`config.mk`:
```
export PLATFORM = sky130hd
export DESIGN_NAME = enemy_layer
export DESIGN_NICKNAME = d
export VERILOG_FILES = /design/src/enemy_pkg.sv /design/src/vga_if.sv /design/src/enemy_ctl.sv /design/src/enemy_draw.sv /design/src/enemy_layer.sv /design/src/vga_timing.sv
export SDC_FILE = /design/constraint.sdc
export NUM_CORES = 1
export LEC_CHECK = 0
export BUFFER_PORTS_ARGS = -buffer_cell sky130_fd_sc_hd__buf_2
export CAP_MARGIN = 15
export CORE_UTILIZATION = 60
export DETAILED_ROUTE_END_ITERATION = 12
export PLACE_DENSITY = 0.91
export SLEW_MARGIN = 10
export SYNTH_ARGS = -nofsm -noshare
export SYNTH_HDL_FRONTEND = slang
export SYNTH_SLANG_ARGS = --single-unit
export TNS_END_PERCENT = 20
```
`constraint.sdc`:
```
create_clock -name pclk -period 5.1 [get_ports pclk]
set_clock_uncertainty 0.05 [all_clocks]
set_input_delay 0 -clock pclk [delete_from_list [all_inputs] [get_ports pclk]]
set_output_delay 0 -clock pclk [all_outputs]
set_load 0.01 [all_outputs]
```
`src/enemy_pkg.sv`:
```
// ----------------------------------------------------------------------
// shared types for the enemy layer of the VGA game
// counters are CNT_W wide, enough for screens up to 2047 pixels
// colours are 4 bits per channel, packed r, g, b from msb down
// ----------------------------------------------------------------------
`default_nettype none

package enemy_pkg;

  // pixel and line counter width
  localparam int CNT_W = 11;

  // 12-bit colour, red in the top nibble
  typedef struct packed {
    logic [3:0] r;
    logic [3:0] g;
    logic [3:0] b;
  } rgb_t;

  // body colour of an enemy, a dull green
  localparam rgb_t ENEMY_COLOR = '{r: 4'h2, g: 4'hd, b: 4'h3};

  // horizontal direction of the whole row
  typedef enum logic {
    DIR_RIGHT = 1'b0,
    DIR_LEFT  = 1'b1
  } dir_t;

  // enemy controller FSM
  typedef enum logic {
    ST_WAIT_FRAME = 1'b0, // idle until first blank line
    ST_MOVE       = 1'b1  // one step, then back to waiting
  } ctl_state_t;

endpackage

`default_nettype wire

```
`src/vga_if.sv`:
```
// ----------------------------------------------------------------------
// one VGA pixel stream: counters, syncs, blanking and colour
// syncs are active low, blank flags active high
// every field is a plain level, valid on each pclk cycle
// ----------------------------------------------------------------------
`timescale 1ns/10ps
`default_nettype none

interface vga_if import enemy_pkg::*; ();

  logic [CNT_W-1:0] hcount; // pixel within the line
  logic [CNT_W-1:0] vcount; // line within the frame
  logic             hsync;  // active low
  logic             vsync;  // active low
  logic             hblnk;
  logic             vblnk;
  rgb_t             rgb;

  // driving side of the stream
  modport src (
    output hcount, vcount,
    output hsync, vsync,
    output hblnk, vblnk,
    output rgb
  );

  // receiving side
  modport snk (
    input hcount, vcount,
    input hsync, vsync,
    input hblnk, vblnk,
    input rgb
  );

endinterface

`default_nettype wire

```
`src/enemy_ctl.sv`:
```
// ----------------------------------------------------------------------
// moves the enemy row once per frame, left and right only
// the move happens at the start of the first blank line
// the row plus STEP must fit inside H_ACTIVE, or the bounce misbehaves
// ----------------------------------------------------------------------
`timescale 1ns/10ps
`default_nettype none

module enemy_ctl import enemy_pkg::*; #(
  parameter int H_ACTIVE = 640,
  parameter int V_ACTIVE = 480,
  parameter int N        = 8,
  parameter int EN_W     = 32,
  parameter int EN_GAP   = 64,
  parameter int STEP     = 4
) (
  input  wire logic       pclk,
  input  wire logic       rst_i,
  input  wire logic       enable_i,  // low freezes the row
  vga_if.snk              bus,       // only the counters are used
  output logic [CNT_W-1:0] xpos_o,   // left edge of enemy 0
  output dir_t            dir_o
);

  // full row width, left edge of first to right edge of last
  localparam int ROW_W = (N - 1) * EN_GAP + EN_W;

  localparam logic [CNT_W-1:0] STEP_C   = CNT_W'(STEP);
  localparam logic [CNT_W-1:0] V_BLANK0 = CNT_W'(V_ACTIVE); // first blank line

  ctl_state_t       state, state_nxt;
  logic [CNT_W-1:0] xpos_q, xpos_nxt;
  dir_t             dir_q, dir_nxt;
  logic             frame_edge;
  logic             hit_right;
  logic             hit_left;

  // one cycle per frame, at the first blank line
  assign frame_edge = (bus.vcount == V_BLANK0) && (bus.hcount == '0);

  // bounce tests, done in int so nothing wraps
  assign hit_right = (int'(xpos_q) + STEP + ROW_W) > H_ACTIVE;
  assign hit_left  = (xpos_q < STEP_C);

  always_comb begin
    state_nxt = state;
    xpos_nxt  = xpos_q;
    dir_nxt   = dir_q;
    case (state)
      ST_WAIT_FRAME: begin
        if (frame_edge) begin
          state_nxt = ST_MOVE;
        end
      end
      ST_MOVE: begin
        state_nxt = ST_WAIT_FRAME; // single step per frame
        if (enable_i) begin
          if (dir_q == DIR_RIGHT) begin
            if (hit_right) begin
              dir_nxt  = DIR_LEFT;       // reached right edge, turn
              xpos_nxt = xpos_q - STEP_C;
            end else begin
              xpos_nxt = xpos_q + STEP_C;
            end
          end else begin
            if (hit_left) begin
              dir_nxt  = DIR_RIGHT;      // reached left edge
              xpos_nxt = xpos_q + STEP_C;
            end else begin
              xpos_nxt = xpos_q - STEP_C;
            end
          end
        end
      end
      default: state_nxt = ST_WAIT_FRAME;
    endcase
  end

  always_ff @(posedge pclk) begin
    if (rst_i) begin
      state  <= ST_WAIT_FRAME;
      xpos_q <= '0;
      dir_q  <= DIR_RIGHT;
    end else begin
      state  <= state_nxt;
      xpos_q <= xpos_nxt;
      dir_q  <= dir_nxt;
    end
  end

  assign xpos_o = xpos_q;
  assign dir_o  = dir_q;

endmodule

`default_nettype wire

```
`src/enemy_draw.sv`:
```
// ----------------------------------------------------------------------
// paints the enemy row over the background, one pclk of latency
// all timing fields leave delayed by one cycle, colour is 0 in blanking
// the leading column of each enemy (by direction) is drawn full white
// ----------------------------------------------------------------------
`timescale 1ns/10ps
`default_nettype none

module enemy_draw import enemy_pkg::*; #(
  parameter int N      = 8,
  parameter int EN_W   = 32,
  parameter int EN_H   = 24,
  parameter int EN_GAP = 64,
  parameter int EN_Y   = 64
) (
  input  wire logic             pclk,
  input  wire logic             rst_i,
  input  wire logic             enable_i,
  input  wire logic [CNT_W-1:0] xpos_i,   // left edge of enemy 0
  input  wire dir_t             dir_i,
  vga_if.snk                    in_bus,
  vga_if.src                    out_bus
);

  // highlight on the leading column
  localparam rgb_t LEAD_COLOR = '{r: 4'hf, g: 4'hf, b: 4'hf};

  logic in_row;  // current line crosses the row
  logic hit;     // pixel inside some enemy
  logic lead;    // pixel on a leading column
  logic blank;
  rgb_t rgb_nxt;

  assign blank  = in_bus.hblnk | in_bus.vblnk;
  assign in_row = (int'(in_bus.vcount) >= EN_Y) && (int'(in_bus.vcount) < EN_Y + EN_H);

  // N rectangle compares, one per enemy
  always_comb begin : hit_calc
    int hx;
    int x_left;
    hit  = 1'b0;
    lead = 1'b0;
    hx   = int'(in_bus.hcount);
    for (int k = 0; k < N; k++) begin
      x_left = int'(xpos_i) + k * EN_GAP;
      if ((hx >= x_left) && (hx < x_left + EN_W)) begin
        hit = 1'b1;
        if (dir_i == DIR_RIGHT) begin
          lead = lead | (hx == x_left + EN_W - 1); // right column
        end else begin
          lead = lead | (hx == x_left);            // left column
        end
      end
    end
  end

  // colour select, blanking wins over everything
  always_comb begin
    if (blank) begin
      rgb_nxt = '0;
    end else if (enable_i && in_row && hit) begin
      rgb_nxt = lead ? LEAD_COLOR : ENEMY_COLOR;
    end else begin
      rgb_nxt = in_bus.rgb;
    end
  end

  always_ff @(posedge pclk) begin
    if (rst_i) begin
      out_bus.hcount <= '0;
      out_bus.vcount <= '0;
      out_bus.hsync  <= 1'b1;
      out_bus.vsync  <= 1'b1;
      out_bus.hblnk  <= 1'b0;
      out_bus.vblnk  <= 1'b0;
      out_bus.rgb    <= '0;
    end else begin
      out_bus.hcount <= in_bus.hcount; // plain one-cycle delay
      out_bus.vcount <= in_bus.vcount;
      out_bus.hsync  <= in_bus.hsync;
      out_bus.vsync  <= in_bus.vsync;
      out_bus.hblnk  <= in_bus.hblnk;
      out_bus.vblnk  <= in_bus.vblnk;
      out_bus.rgb    <= rgb_nxt;
    end
  end

endmodule

`default_nettype wire

```
`src/enemy_layer.sv`:
```
// ----------------------------------------------------------------------
// enemy layer top: timing, row controller and draw stage
// every output lags the internal timing by one pclk
// no stall possible, the stream runs freely from reset
// ----------------------------------------------------------------------
`timescale 1ns/10ps
`default_nettype none

module enemy_layer import enemy_pkg::*; #(
  parameter int H_ACTIVE = 640,
  parameter int H_FP     = 16,
  parameter int H_SYNC   = 96,
  parameter int H_BP     = 48,
  parameter int V_ACTIVE = 480,
  parameter int V_FP     = 10,
  parameter int V_SYNC   = 2,
  parameter int V_BP     = 33,
  parameter int N        = 8,   // enemies in the row
  parameter int EN_W     = 32,
  parameter int EN_H     = 24,
  parameter int EN_GAP   = 64,  // left edge to left edge
  parameter int EN_Y     = 64,  // top line of the row
  parameter int STEP     = 4    // pixels per frame
) (
  input  wire logic             pclk,
  input  wire logic             rst_i,
  input  wire logic             enable_i,
  input  wire rgb_t             rgb_i,    // background
  output logic [CNT_W-1:0]      hcount_o,
  output logic [CNT_W-1:0]      vcount_o,
  output logic                  hsync_o,
  output logic                  vsync_o,
  output logic                  hblnk_o,
  output logic                  vblnk_o,
  output rgb_t                  rgb_o
);

  logic [CNT_W-1:0] xpos;  // row position from the controller
  dir_t             dir;

  vga_if tim_bus ();  // raw timing plus background
  vga_if out_bus ();  // after the overlay

  vga_timing #(
    .H_ACTIVE(H_ACTIVE), .H_FP(H_FP), .H_SYNC(H_SYNC), .H_BP(H_BP),
    .V_ACTIVE(V_ACTIVE), .V_FP(V_FP), .V_SYNC(V_SYNC), .V_BP(V_BP)
  ) i_timing (
    .pclk  (pclk),
    .rst_i (rst_i),
    .rgb_i (rgb_i),
    .bus   (tim_bus.src)
  );

  enemy_ctl #(
    .H_ACTIVE(H_ACTIVE), .V_ACTIVE(V_ACTIVE), .N(N),
    .EN_W(EN_W), .EN_GAP(EN_GAP), .STEP(STEP)
  ) i_ctl (
    .pclk     (pclk),
    .rst_i    (rst_i),
    .enable_i (enable_i),
    .bus      (tim_bus.snk),
    .xpos_o   (xpos),
    .dir_o    (dir)
  );

  enemy_draw #(
    .N(N), .EN_W(EN_W), .EN_H(EN_H), .EN_GAP(EN_GAP), .EN_Y(EN_Y)
  ) i_draw (
    .pclk     (pclk),
    .rst_i    (rst_i),
    .enable_i (enable_i),
    .xpos_i   (xpos),
    .dir_i    (dir),
    .in_bus   (tim_bus.snk),
    .out_bus  (out_bus.src)
  );

  // unpack the drawn stream onto the pins
  assign hcount_o = out_bus.hcount;
  assign vcount_o = out_bus.vcount;
  assign hsync_o  = out_bus.hsync;
  assign vsync_o  = out_bus.vsync;
  assign hblnk_o  = out_bus.hblnk;
  assign vblnk_o  = out_bus.vblnk;
  assign rgb_o    = out_bus.rgb;

endmodule

`default_nettype wire

```
`src/vga_timing.sv`:
```
// ----------------------------------------------------------------------
// VGA frame timing from porch and sync parameters
// counters start at 0 after reset, syncs come up inactive (high)
// sync and blanking are registered in step with the counters
// background colour is registered alongside, so it has one cycle delay
// ----------------------------------------------------------------------
`timescale 1ns/10ps
`default_nettype none

module vga_timing import enemy_pkg::*; #(
  parameter int H_ACTIVE = 640,
  parameter int H_FP     = 16,
  parameter int H_SYNC   = 96,
  parameter int H_BP     = 48,
  parameter int V_ACTIVE = 480,
  parameter int V_FP     = 10,
  parameter int V_SYNC   = 2,
  parameter int V_BP     = 33
) (
  input  wire logic pclk,
  input  wire logic rst_i,
  input  wire rgb_t rgb_i,   // background pixel
  vga_if.src        bus
);

  localparam int H_TOTAL = H_ACTIVE + H_FP + H_SYNC + H_BP;
  localparam int V_TOTAL = V_ACTIVE + V_FP + V_SYNC + V_BP;

  // counter limits, sized to the counters
  localparam logic [CNT_W-1:0] H_LAST   = CNT_W'(H_TOTAL - 1);
  localparam logic [CNT_W-1:0] V_LAST   = CNT_W'(V_TOTAL - 1);
  localparam logic [CNT_W-1:0] H_VIS    = CNT_W'(H_ACTIVE);
  localparam logic [CNT_W-1:0] V_VIS    = CNT_W'(V_ACTIVE);
  localparam logic [CNT_W-1:0] HS_START = CNT_W'(H_ACTIVE + H_FP);
  localparam logic [CNT_W-1:0] HS_END   = CNT_W'(H_ACTIVE + H_FP + H_SYNC);
  localparam logic [CNT_W-1:0] VS_START = CNT_W'(V_ACTIVE + V_FP);
  localparam logic [CNT_W-1:0] VS_END   = CNT_W'(V_ACTIVE + V_FP + V_SYNC);

  logic [CNT_W-1:0] h_nxt;
  logic [CNT_W-1:0] v_nxt;
  logic             h_wrap;

  assign h_wrap = (bus.hcount == H_LAST);

  // next counter values, flags below are decoded from these
  always_comb begin
    h_nxt = h_wrap ? '0 : bus.hcount + 1'b1;
    v_nxt = bus.vcount;
    if (h_wrap) begin
      v_nxt = (bus.vcount == V_LAST) ? '0 : bus.vcount + 1'b1; // new line
    end
  end

  always_ff @(posedge pclk) begin
    if (rst_i) begin
      bus.hcount <= '0;
      bus.vcount <= '0;
      bus.hsync  <= 1'b1;   // inactive
      bus.vsync  <= 1'b1;
      bus.hblnk  <= 1'b0;   // pixel 0 is visible
      bus.vblnk  <= 1'b0;
      bus.rgb    <= '0;
    end else begin
      bus.hcount <= h_nxt;
      bus.vcount <= v_nxt;
      bus.hblnk  <= (h_nxt >= H_VIS);
      bus.vblnk  <= (v_nxt >= V_VIS);
      // sync pulses sit between front and back porch
      bus.hsync  <= !((h_nxt >= HS_START) && (h_nxt < HS_END));
      bus.vsync  <= !((v_nxt >= VS_START) && (v_nxt < VS_END));
      bus.rgb    <= rgb_i; // background travels with its counters
    end
  end

endmodule

`default_nettype wire
```
After elaboration in Yosys (flattened, before gate mapping)
Cells that the tools add are included.
{"block": "word_totals", "register_bits": 89, "latch_bits": 0, "ramBits": 0, "rom_bits": 0, "input_bits": 15, "out_inout_bits": 38, "elab_cells": 167, "memories": 0}
{"block": "classes", "addsub": 29, "mul": 0, "n_div": 0, "n_lt_le_gt_ge": 26, "eq_ne": 19, "shift": 0, "muxes": 37, "bitwise": 16, "reduce_logical": 19}
{"cell": "$eq A12 B32 Y1", "count": 15}
{"cell": "$lt A12 B32 Y1", "count": 8}
{"cell": "$sub A32 B2 Y32 const B", "count": 8}
{"cell": "$add A32 B7 Y32 const B", "count": 7}
{"cell": "$ge A12 B32 Y1", "count": 7}
{"cell": "$mux W11", "count": 6}
{"cell": "$add A11 B9 Y12 const B", "count": 4}
{"cell": "$add A32 B10 Y32 const B", "count": 1}
{"cell": "$gt A32 B11 Y1 const B", "count": 1}
{"cell": "$mux W1", "count": 28}
{"cell": "$add A11 B8 Y12 const B", "count": 2}
{"cell": "$mux W12", "count": 2}
{"cell": "$add A11 B1 Y11 const B", "count": 2}
{"cell": "$eq A11 B10 Y1 const B", "count": 2}
{"cell": "$ge A11 B10 Y1 const B", "count": 2}
{"cell": "$ge A11 B9 Y1 const B", "count": 2}
{"cell": "$or A1 B1 Y1", "count": 15}
{"cell": "$logic_and A1 B1 Y1", "count": 14}
{"cell": "$add A11 B3 Y12 const B", "count": 1}
{"cell": "$add A11 B6 Y12 const B", "count": 1}
{"cell": "$add A11 B7 Y12 const B", "count": 1}
{"cell": "$add A11 B3 Y11 const B", "count": 1}
{"cell": "$eq A11 B11 Y1", "count": 1}
{"cell": "$eq A11 B9 Y1 const B", "count": 1}
{"cell": "13 further kinds", "count": 14}

Logic depth before layout (Yosys ltp)
{"block": "logic_depth", "depth_word": 28, "depth_mapped": 19, "mapped_depth_nobuf": 17}

Hierarchy
From an unflattened synthesis, not the netlist that was laid out.
{"block": "unflattened", "hier_cells": 1023, "hier_area_um2": 8331.7}
{"module": "enemy_draw", "n_inst": 1, "cells_per_inst": 728, "area_each_um2": 5748.0, "seq_area_each_um2": 760.7}
{"module": "vga_timing", "n_inst": 1, "cells_per_inst": 196, "area_each_um2": 1794.2, "seq_area_each_um2": 760.7}
{"module": "enemy_ctl", "n_inst": 1, "cells_per_inst": 99, "area_each_um2": 789.5, "seq_area_each_um2": 220.2}

Worst setup path after synthesis
OpenSTA, ideal clock, no wires.
{"block": "synth_path", "path_kind": "register to register", "startpoint": "register i_ctl.xpos_q[7] (netlist: i_ctl.xpos_o[7])", "endpoint": "register i_draw.out_bus.rgb[10] (netlist name)", "setup_ps": 129, "t_arrival_ps": 3816, "required_time_ps": 4921, "slack_ps": 1105, "stages_incl_launch_ff": 18, "path_buffers": 2, "synth_period_minus_slack_ps": 3995, "path_cell_list": "dfxtp_1 -> buf_4 -> inv_1 -> ha_1 -> a21oi_2 -> xnor2_1 -> xnor2_1 -> ha_1 -> nand2_1 -> a311o_1 -> a221oi_2 -> a21o_1 -> nand3_1 -> or4_1 -> and3_1 -> buf_2 -> o21ai_0 -> nor2_1"}
{"block": "synth_via", "elab_chain_cells": 28, "word_cells_on_any_way": 104, "cone_classes": "23 x add/sub; 16 x order compare; 16 x eq/ne; 26 x mux; 14 x bitwise; 9 x reduce/logical"}
{"element": "start, declared", "line": "enemy_ctl.sv:32", "source": "logic [CNT_W-1:0] xpos_q, xpos_nxt;"}
{"element": "start signal, assigned", "line": "enemy_ctl.sv:86", "source": "xpos_q <= xpos_nxt;"}
{"element": "branches (longest 27 deep; another with $add A32 B7 Y32)"}
{"element": "$mux W12 *", "line": "enemy_draw.sv:61", "source": "end else if (enable_i && in_row && hit) begin"}
Every way passes the cells marked *.
A chain may end at the register's enable or synchronous reset.

Worst setup path after layout
{"block": "layout_path", "startpoint": "register i_ctl.xpos_q[6] (netlist: i_ctl.xpos_o[6])", "endpoint": "register i_draw.out_bus.rgb[10] (netlist name)"}
{"block": "layout_via", "elab_chain_cells": 28, "word_cells_on_any_way": 104, "cone_classes": "23 x add/sub; 16 x order compare; 16 x eq/ne; 26 x mux; 14 x bitwise; 9 x reduce/logical"}
{"element": "branches (longest 27 deep; another with $add A32 B7 Y32)"}
{"element": "$mux W12 *", "line": "enemy_draw.sv:61"}
Marks and branches as above.

==> metrics.cfg <==
[status]
status=finished clean

[setup_path]
critPathBufInv=1
critPathSlowestCell=or4_1
path_depth=15
end_kind=flip-flop
cp_max_fo=13
path_cells=buf_4, ha_1, a21oi_1, xnor2_1, xnor2_1, ha_1, o2111ai_1, a21oi_1, a211oi_1, nor2_1, nor2_1, or4_1, and3_1, o21ai_0, nor2_1
cpLargestDelayFamily=simple AND/OR/NAND/NOR gates
cp.required_ps=5270
cp_common_cell=nor2_1
cp.arrival_ps=4820
worstSetupStartpointType=flip-flop
critical_path_class=reg2reg
crit_path_max_incr_delay_ps=600
r2r_cells=15

[logic_synthesis]
syn-cell-area_sq_um=8270
synth_edf_count=0
yosys_register_bits=87
synth_xor_area_share_pct=13.4
synth_mux_area_share_pct=1.36
synth_ff_type=dfxtp_1
yosys.area_share.simple_pct=26.6
synth-seq-area-share_pct=21.1
async_flop_share_pct=0
synth_compound_area_share_pct=17.7
yosys_warnings=0
post_synth_num_cell_types=93
synth_top_family_by_area=simple AND/OR/NAND/NOR gates
synthAdderAreaFrac_pct=15.0
syn_inst=1023
avgSynthCellArea_sq_um=8.08

[route]
wl_um=24600
vias=8231
drc_errors=0
first_pass_iters=7
first_iter_violations=1004
viasPerCell=6.58
antenna_left=0
wl_per_cell_um=19.7

[clock_network]
clockBufferDepth=2
cts.sinks=87
tritoncts=done
cts_resized=0
cts_buffers=9
clk_pin_slew_worst_paths_ps=80
post_cts_buffers=0
cts-root-buf=clkbuf_16
insertion_delay_ps=350
htree_levels=3

[timing]
period_share_pct=91.0
tightest_slew_ps=1060
hold_viol_final=0
maxSlewViolCount=0
max_freq_mhz=215
rsz0062_at_grt=no
hold_slack_ps=129
period_needed_ps=4640
fin_setup_tns_ps=0
worst_slack_ps=458
setup_violations=0
maxSlewHeadroom_pct=29.5

[hold_path]
holdCritPathClass=in2reg
hold_depth=4

[final_layout]
layout.nets=1183
syn_to_final_growth_pct=9.73
drive_above_1_share_pct=12.3
diodes=0

[power_and_ir_drop]
peakVddDrop_v=0.000215
p_per_area_nw_per_um2=161
leakage_nw=3.90

[global_route]
grt_max_degree=58
grt.total_usage_pct=34.4
grt-ovfl-total=0
grt_pass1_wl_um=39200
antenna_found_initial=0
grt_pass1_vias=7699

[placed_design]
portBuffers=52
place_hpwl_um=17200
gp_congestion=1.02
preCtsSetupSlack_ps=725

[die]
io_pins=53
coreArea_sq_um=13300
initial_utilization_pct=62.0
die_h_um=119
chipWidth_um=119
dieArea_sq_um=14300
floorplan.rows=42

[run]
maxCapViolations=0

cell usage after synthesis, drive strengths merged (4+ instances only):
| cell | count | area [sq um] |
|---|---|---|
| a211oi | 13 | 97.6 |
| a21o | 16 | 120 |
| a21oi | 42 | 218 |
| a22oi | 5 | 37.5 |
| a31o | 4 | 35.0 |
| a31oi | 11 | 68.8 |
| and2 | 10 | 62.6 |
| and3 | 16 | 100 |
| and4b | 4 | 40.0 |
| buf | 28 | 163 |
| clkbuf | 19 | 71.3 |
| dfxtp | 87 | 1740 |
| ha | 99 | 1240 |
| inv | 44 | 165 |
| mux2i | 9 | 90.1 |
| nand2 | 86 | 323 |
| nand2b | 11 | 68.8 |
| nand3 | 35 | 175 |
| nand3b | 4 | 30.0 |
| nand4 | 22 | 138 |
| nand4b | 4 | 35.0 |
| nor2 | 106 | 400 |
| nor2b | 42 | 263 |
| nor3 | 23 | 130 |
| nor3b | 6 | 45.0 |
| nor4 | 9 | 71.3 |
| nor4b | 5 | 65.1 |
| o2111ai | 4 | 35.0 |
| o211ai | 4 | 30.0 |
| o21a | 8 | 60.1 |
| o21ai | 43 | 223 |
| o21bai | 5 | 37.5 |
| o22ai | 8 | 56.3 |
| o311ai | 4 | 52.6 |
| o31ai | 5 | 37.5 |
| or2 | 8 | 50.1 |
| or3 | 7 | 43.8 |
| or4 | 4 | 30.0 |
| xnor2 | 81 | 800 |
| xor2 | 26 | 243 |
cell families (layout without fill, tap and decap cells):
kind of cell / after synthesis / count (layout)
AOI/OAI and AO/OA: 209 / 209
and+or+nand+nor: 415 / 415
xor gates and xnor gates: 110 / 110
muxes: 11 / 11
DFF: 87 / 87
buffers and inverters: 91 / 137
other: 1 / 6
adders and majority gates: 99 / 99
cell usage in the layout (no fill, tap or decap), types with 5 or more instances in the layout:
cell / netlist / final
nor2_1: 105 / 105
ha_1: 99 / 99
dfxtp_1: 87 / 87
nand2_1: 86 / 86
xnor2_1: 72 / 72
buf_2: 16 / 52
nor2b_1: 42 / 42
a21oi_1: 40 / 40
o21ai_0: 38 / 38
nand3_1: 35 / 35
inv_1: 34 / 34
xor2_1: 24 / 24
nand4_1: 22 / 22
nor3_1: 20 / 19
and3_1: 16 / 16
a21o_1: 16 / 16
a211oi_1: 13 / 13
buf_4: 6 / 13
dlygate4sd3_1: 0 / 12
a31oi_1: 11 / 11
nand2b_1: 11 / 11
inv_2: 10 / 10
and2_1: 10 / 10
mux2i_1: 9 / 9
clkbuf_16: 0 / 9
o21a_1: 8 / 8
nor4_1: 8 / 8
xnor2_2: 7 / 7
o22ai_1: 7 / 7
or3_1: 7 / 7
nor3b_1: 6 / 6
or2_2: 6 / 6
conb_1: 1 / 6
a22oi_1: 5 / 5
o21bai_1: 5 / 5
o31ai_1: 5 / 5
layer usage:
layer | part of all wire [%] | GRT usage, % | vias up
met5 | 0 | 0 | -
met4 | 5.4 | 16.8 | 0
met3 | 9.8 | 6.56 | 137
met2 | 45 | 55.8 | 529
met1 | 40 | 43.6 | 3819
li1 | - | - | 3746
area by class of cell:
type,instances,area [sq um]
Multi-Input combinational cell,850,6150
Timing Repair Buffer,77,478
Inverter,44,165
Sequential cell,87,1740
Clock buffer,9,225
Tap cell,176,220
Clock inverter,7,91.3
Fill cell,969,4270
per-stage QoR:
step                      instance area [sq um]  utilization [%]  total power [mW]  instances
after global routing                       9070             68.0              1.48       1250
after floorplan                            8290                -             0.742       1028
after global placement                     8630             64.7             0.758       1222
after CTS                                  9070             68.0              1.45       1250
final                                      9070             68.0              1.46       1250
after detailed placement                   8630             64.7             0.760       1222
registers in the layout (all words and copies together) (netlist names):
signal                 flops
i_timing.bus.hsync         1
i_draw.out_bus.hcount     11
i_draw.out_bus.hblnk       1
i_ctl.state                1
i_timing.bus.hcount       11
i_draw.out_bus.rgb        12
i_draw.out_bus.vcount     11
i_timing.bus.vblnk         1
i_ctl.xpos_o               9
i_timing.bus.hblnk         1
i_draw.out_bus.vblnk       1
i_timing.bus.vsync         1
i_timing.bus.vcount       11
i_ctl.dir_o                1
i_timing.bus.rgb          12
i_draw.out_bus.vsync       1
i_draw.out_bus.hsync       1
power breakdown:
group | internal (mW) | switching (mW)
sequential | 0.691 | 0.00446
combinational | 0.0264 | 0.0338
clock | 0.391 | 0.312
total | 1.11 | 0.350
path summary, 6_finish.rpt:
kind | startpoint | endpoint | slack [ps]
max | i_ctl.xpos_o[6] | i_draw.out_bus.rgb[10] | 460
min | enable_i | i_ctl.dir_o | 130
max reg2reg | i_ctl.xpos_o[6] | i_draw.out_bus.rgb[10] | 460
min reg2reg | i_timing.bus.hsync | i_draw.out_bus.hsync | 370
repair_timing:
| action | in CTS | in global routing |
|---|---|---|
| endpoints found under the hold margin | 12 | 0 |
| endpoints found under the setup margin | 0 | 0 |
| hold buffers | 12 | 0 |
worst reg2reg max path: cells and delay by family (launching register included):
family / cells / cell delay, ps
DFF: 1 / 470
and+or+nand+nor: 5 / 1310
xor gates and xnor gates: 2 / 780
AOI/OAI and AO/OA: 5 / 900
adders and majority gates: 2 / 780
buffers and inverters: 1 / 240
Power figures use the tool's default switching activity.
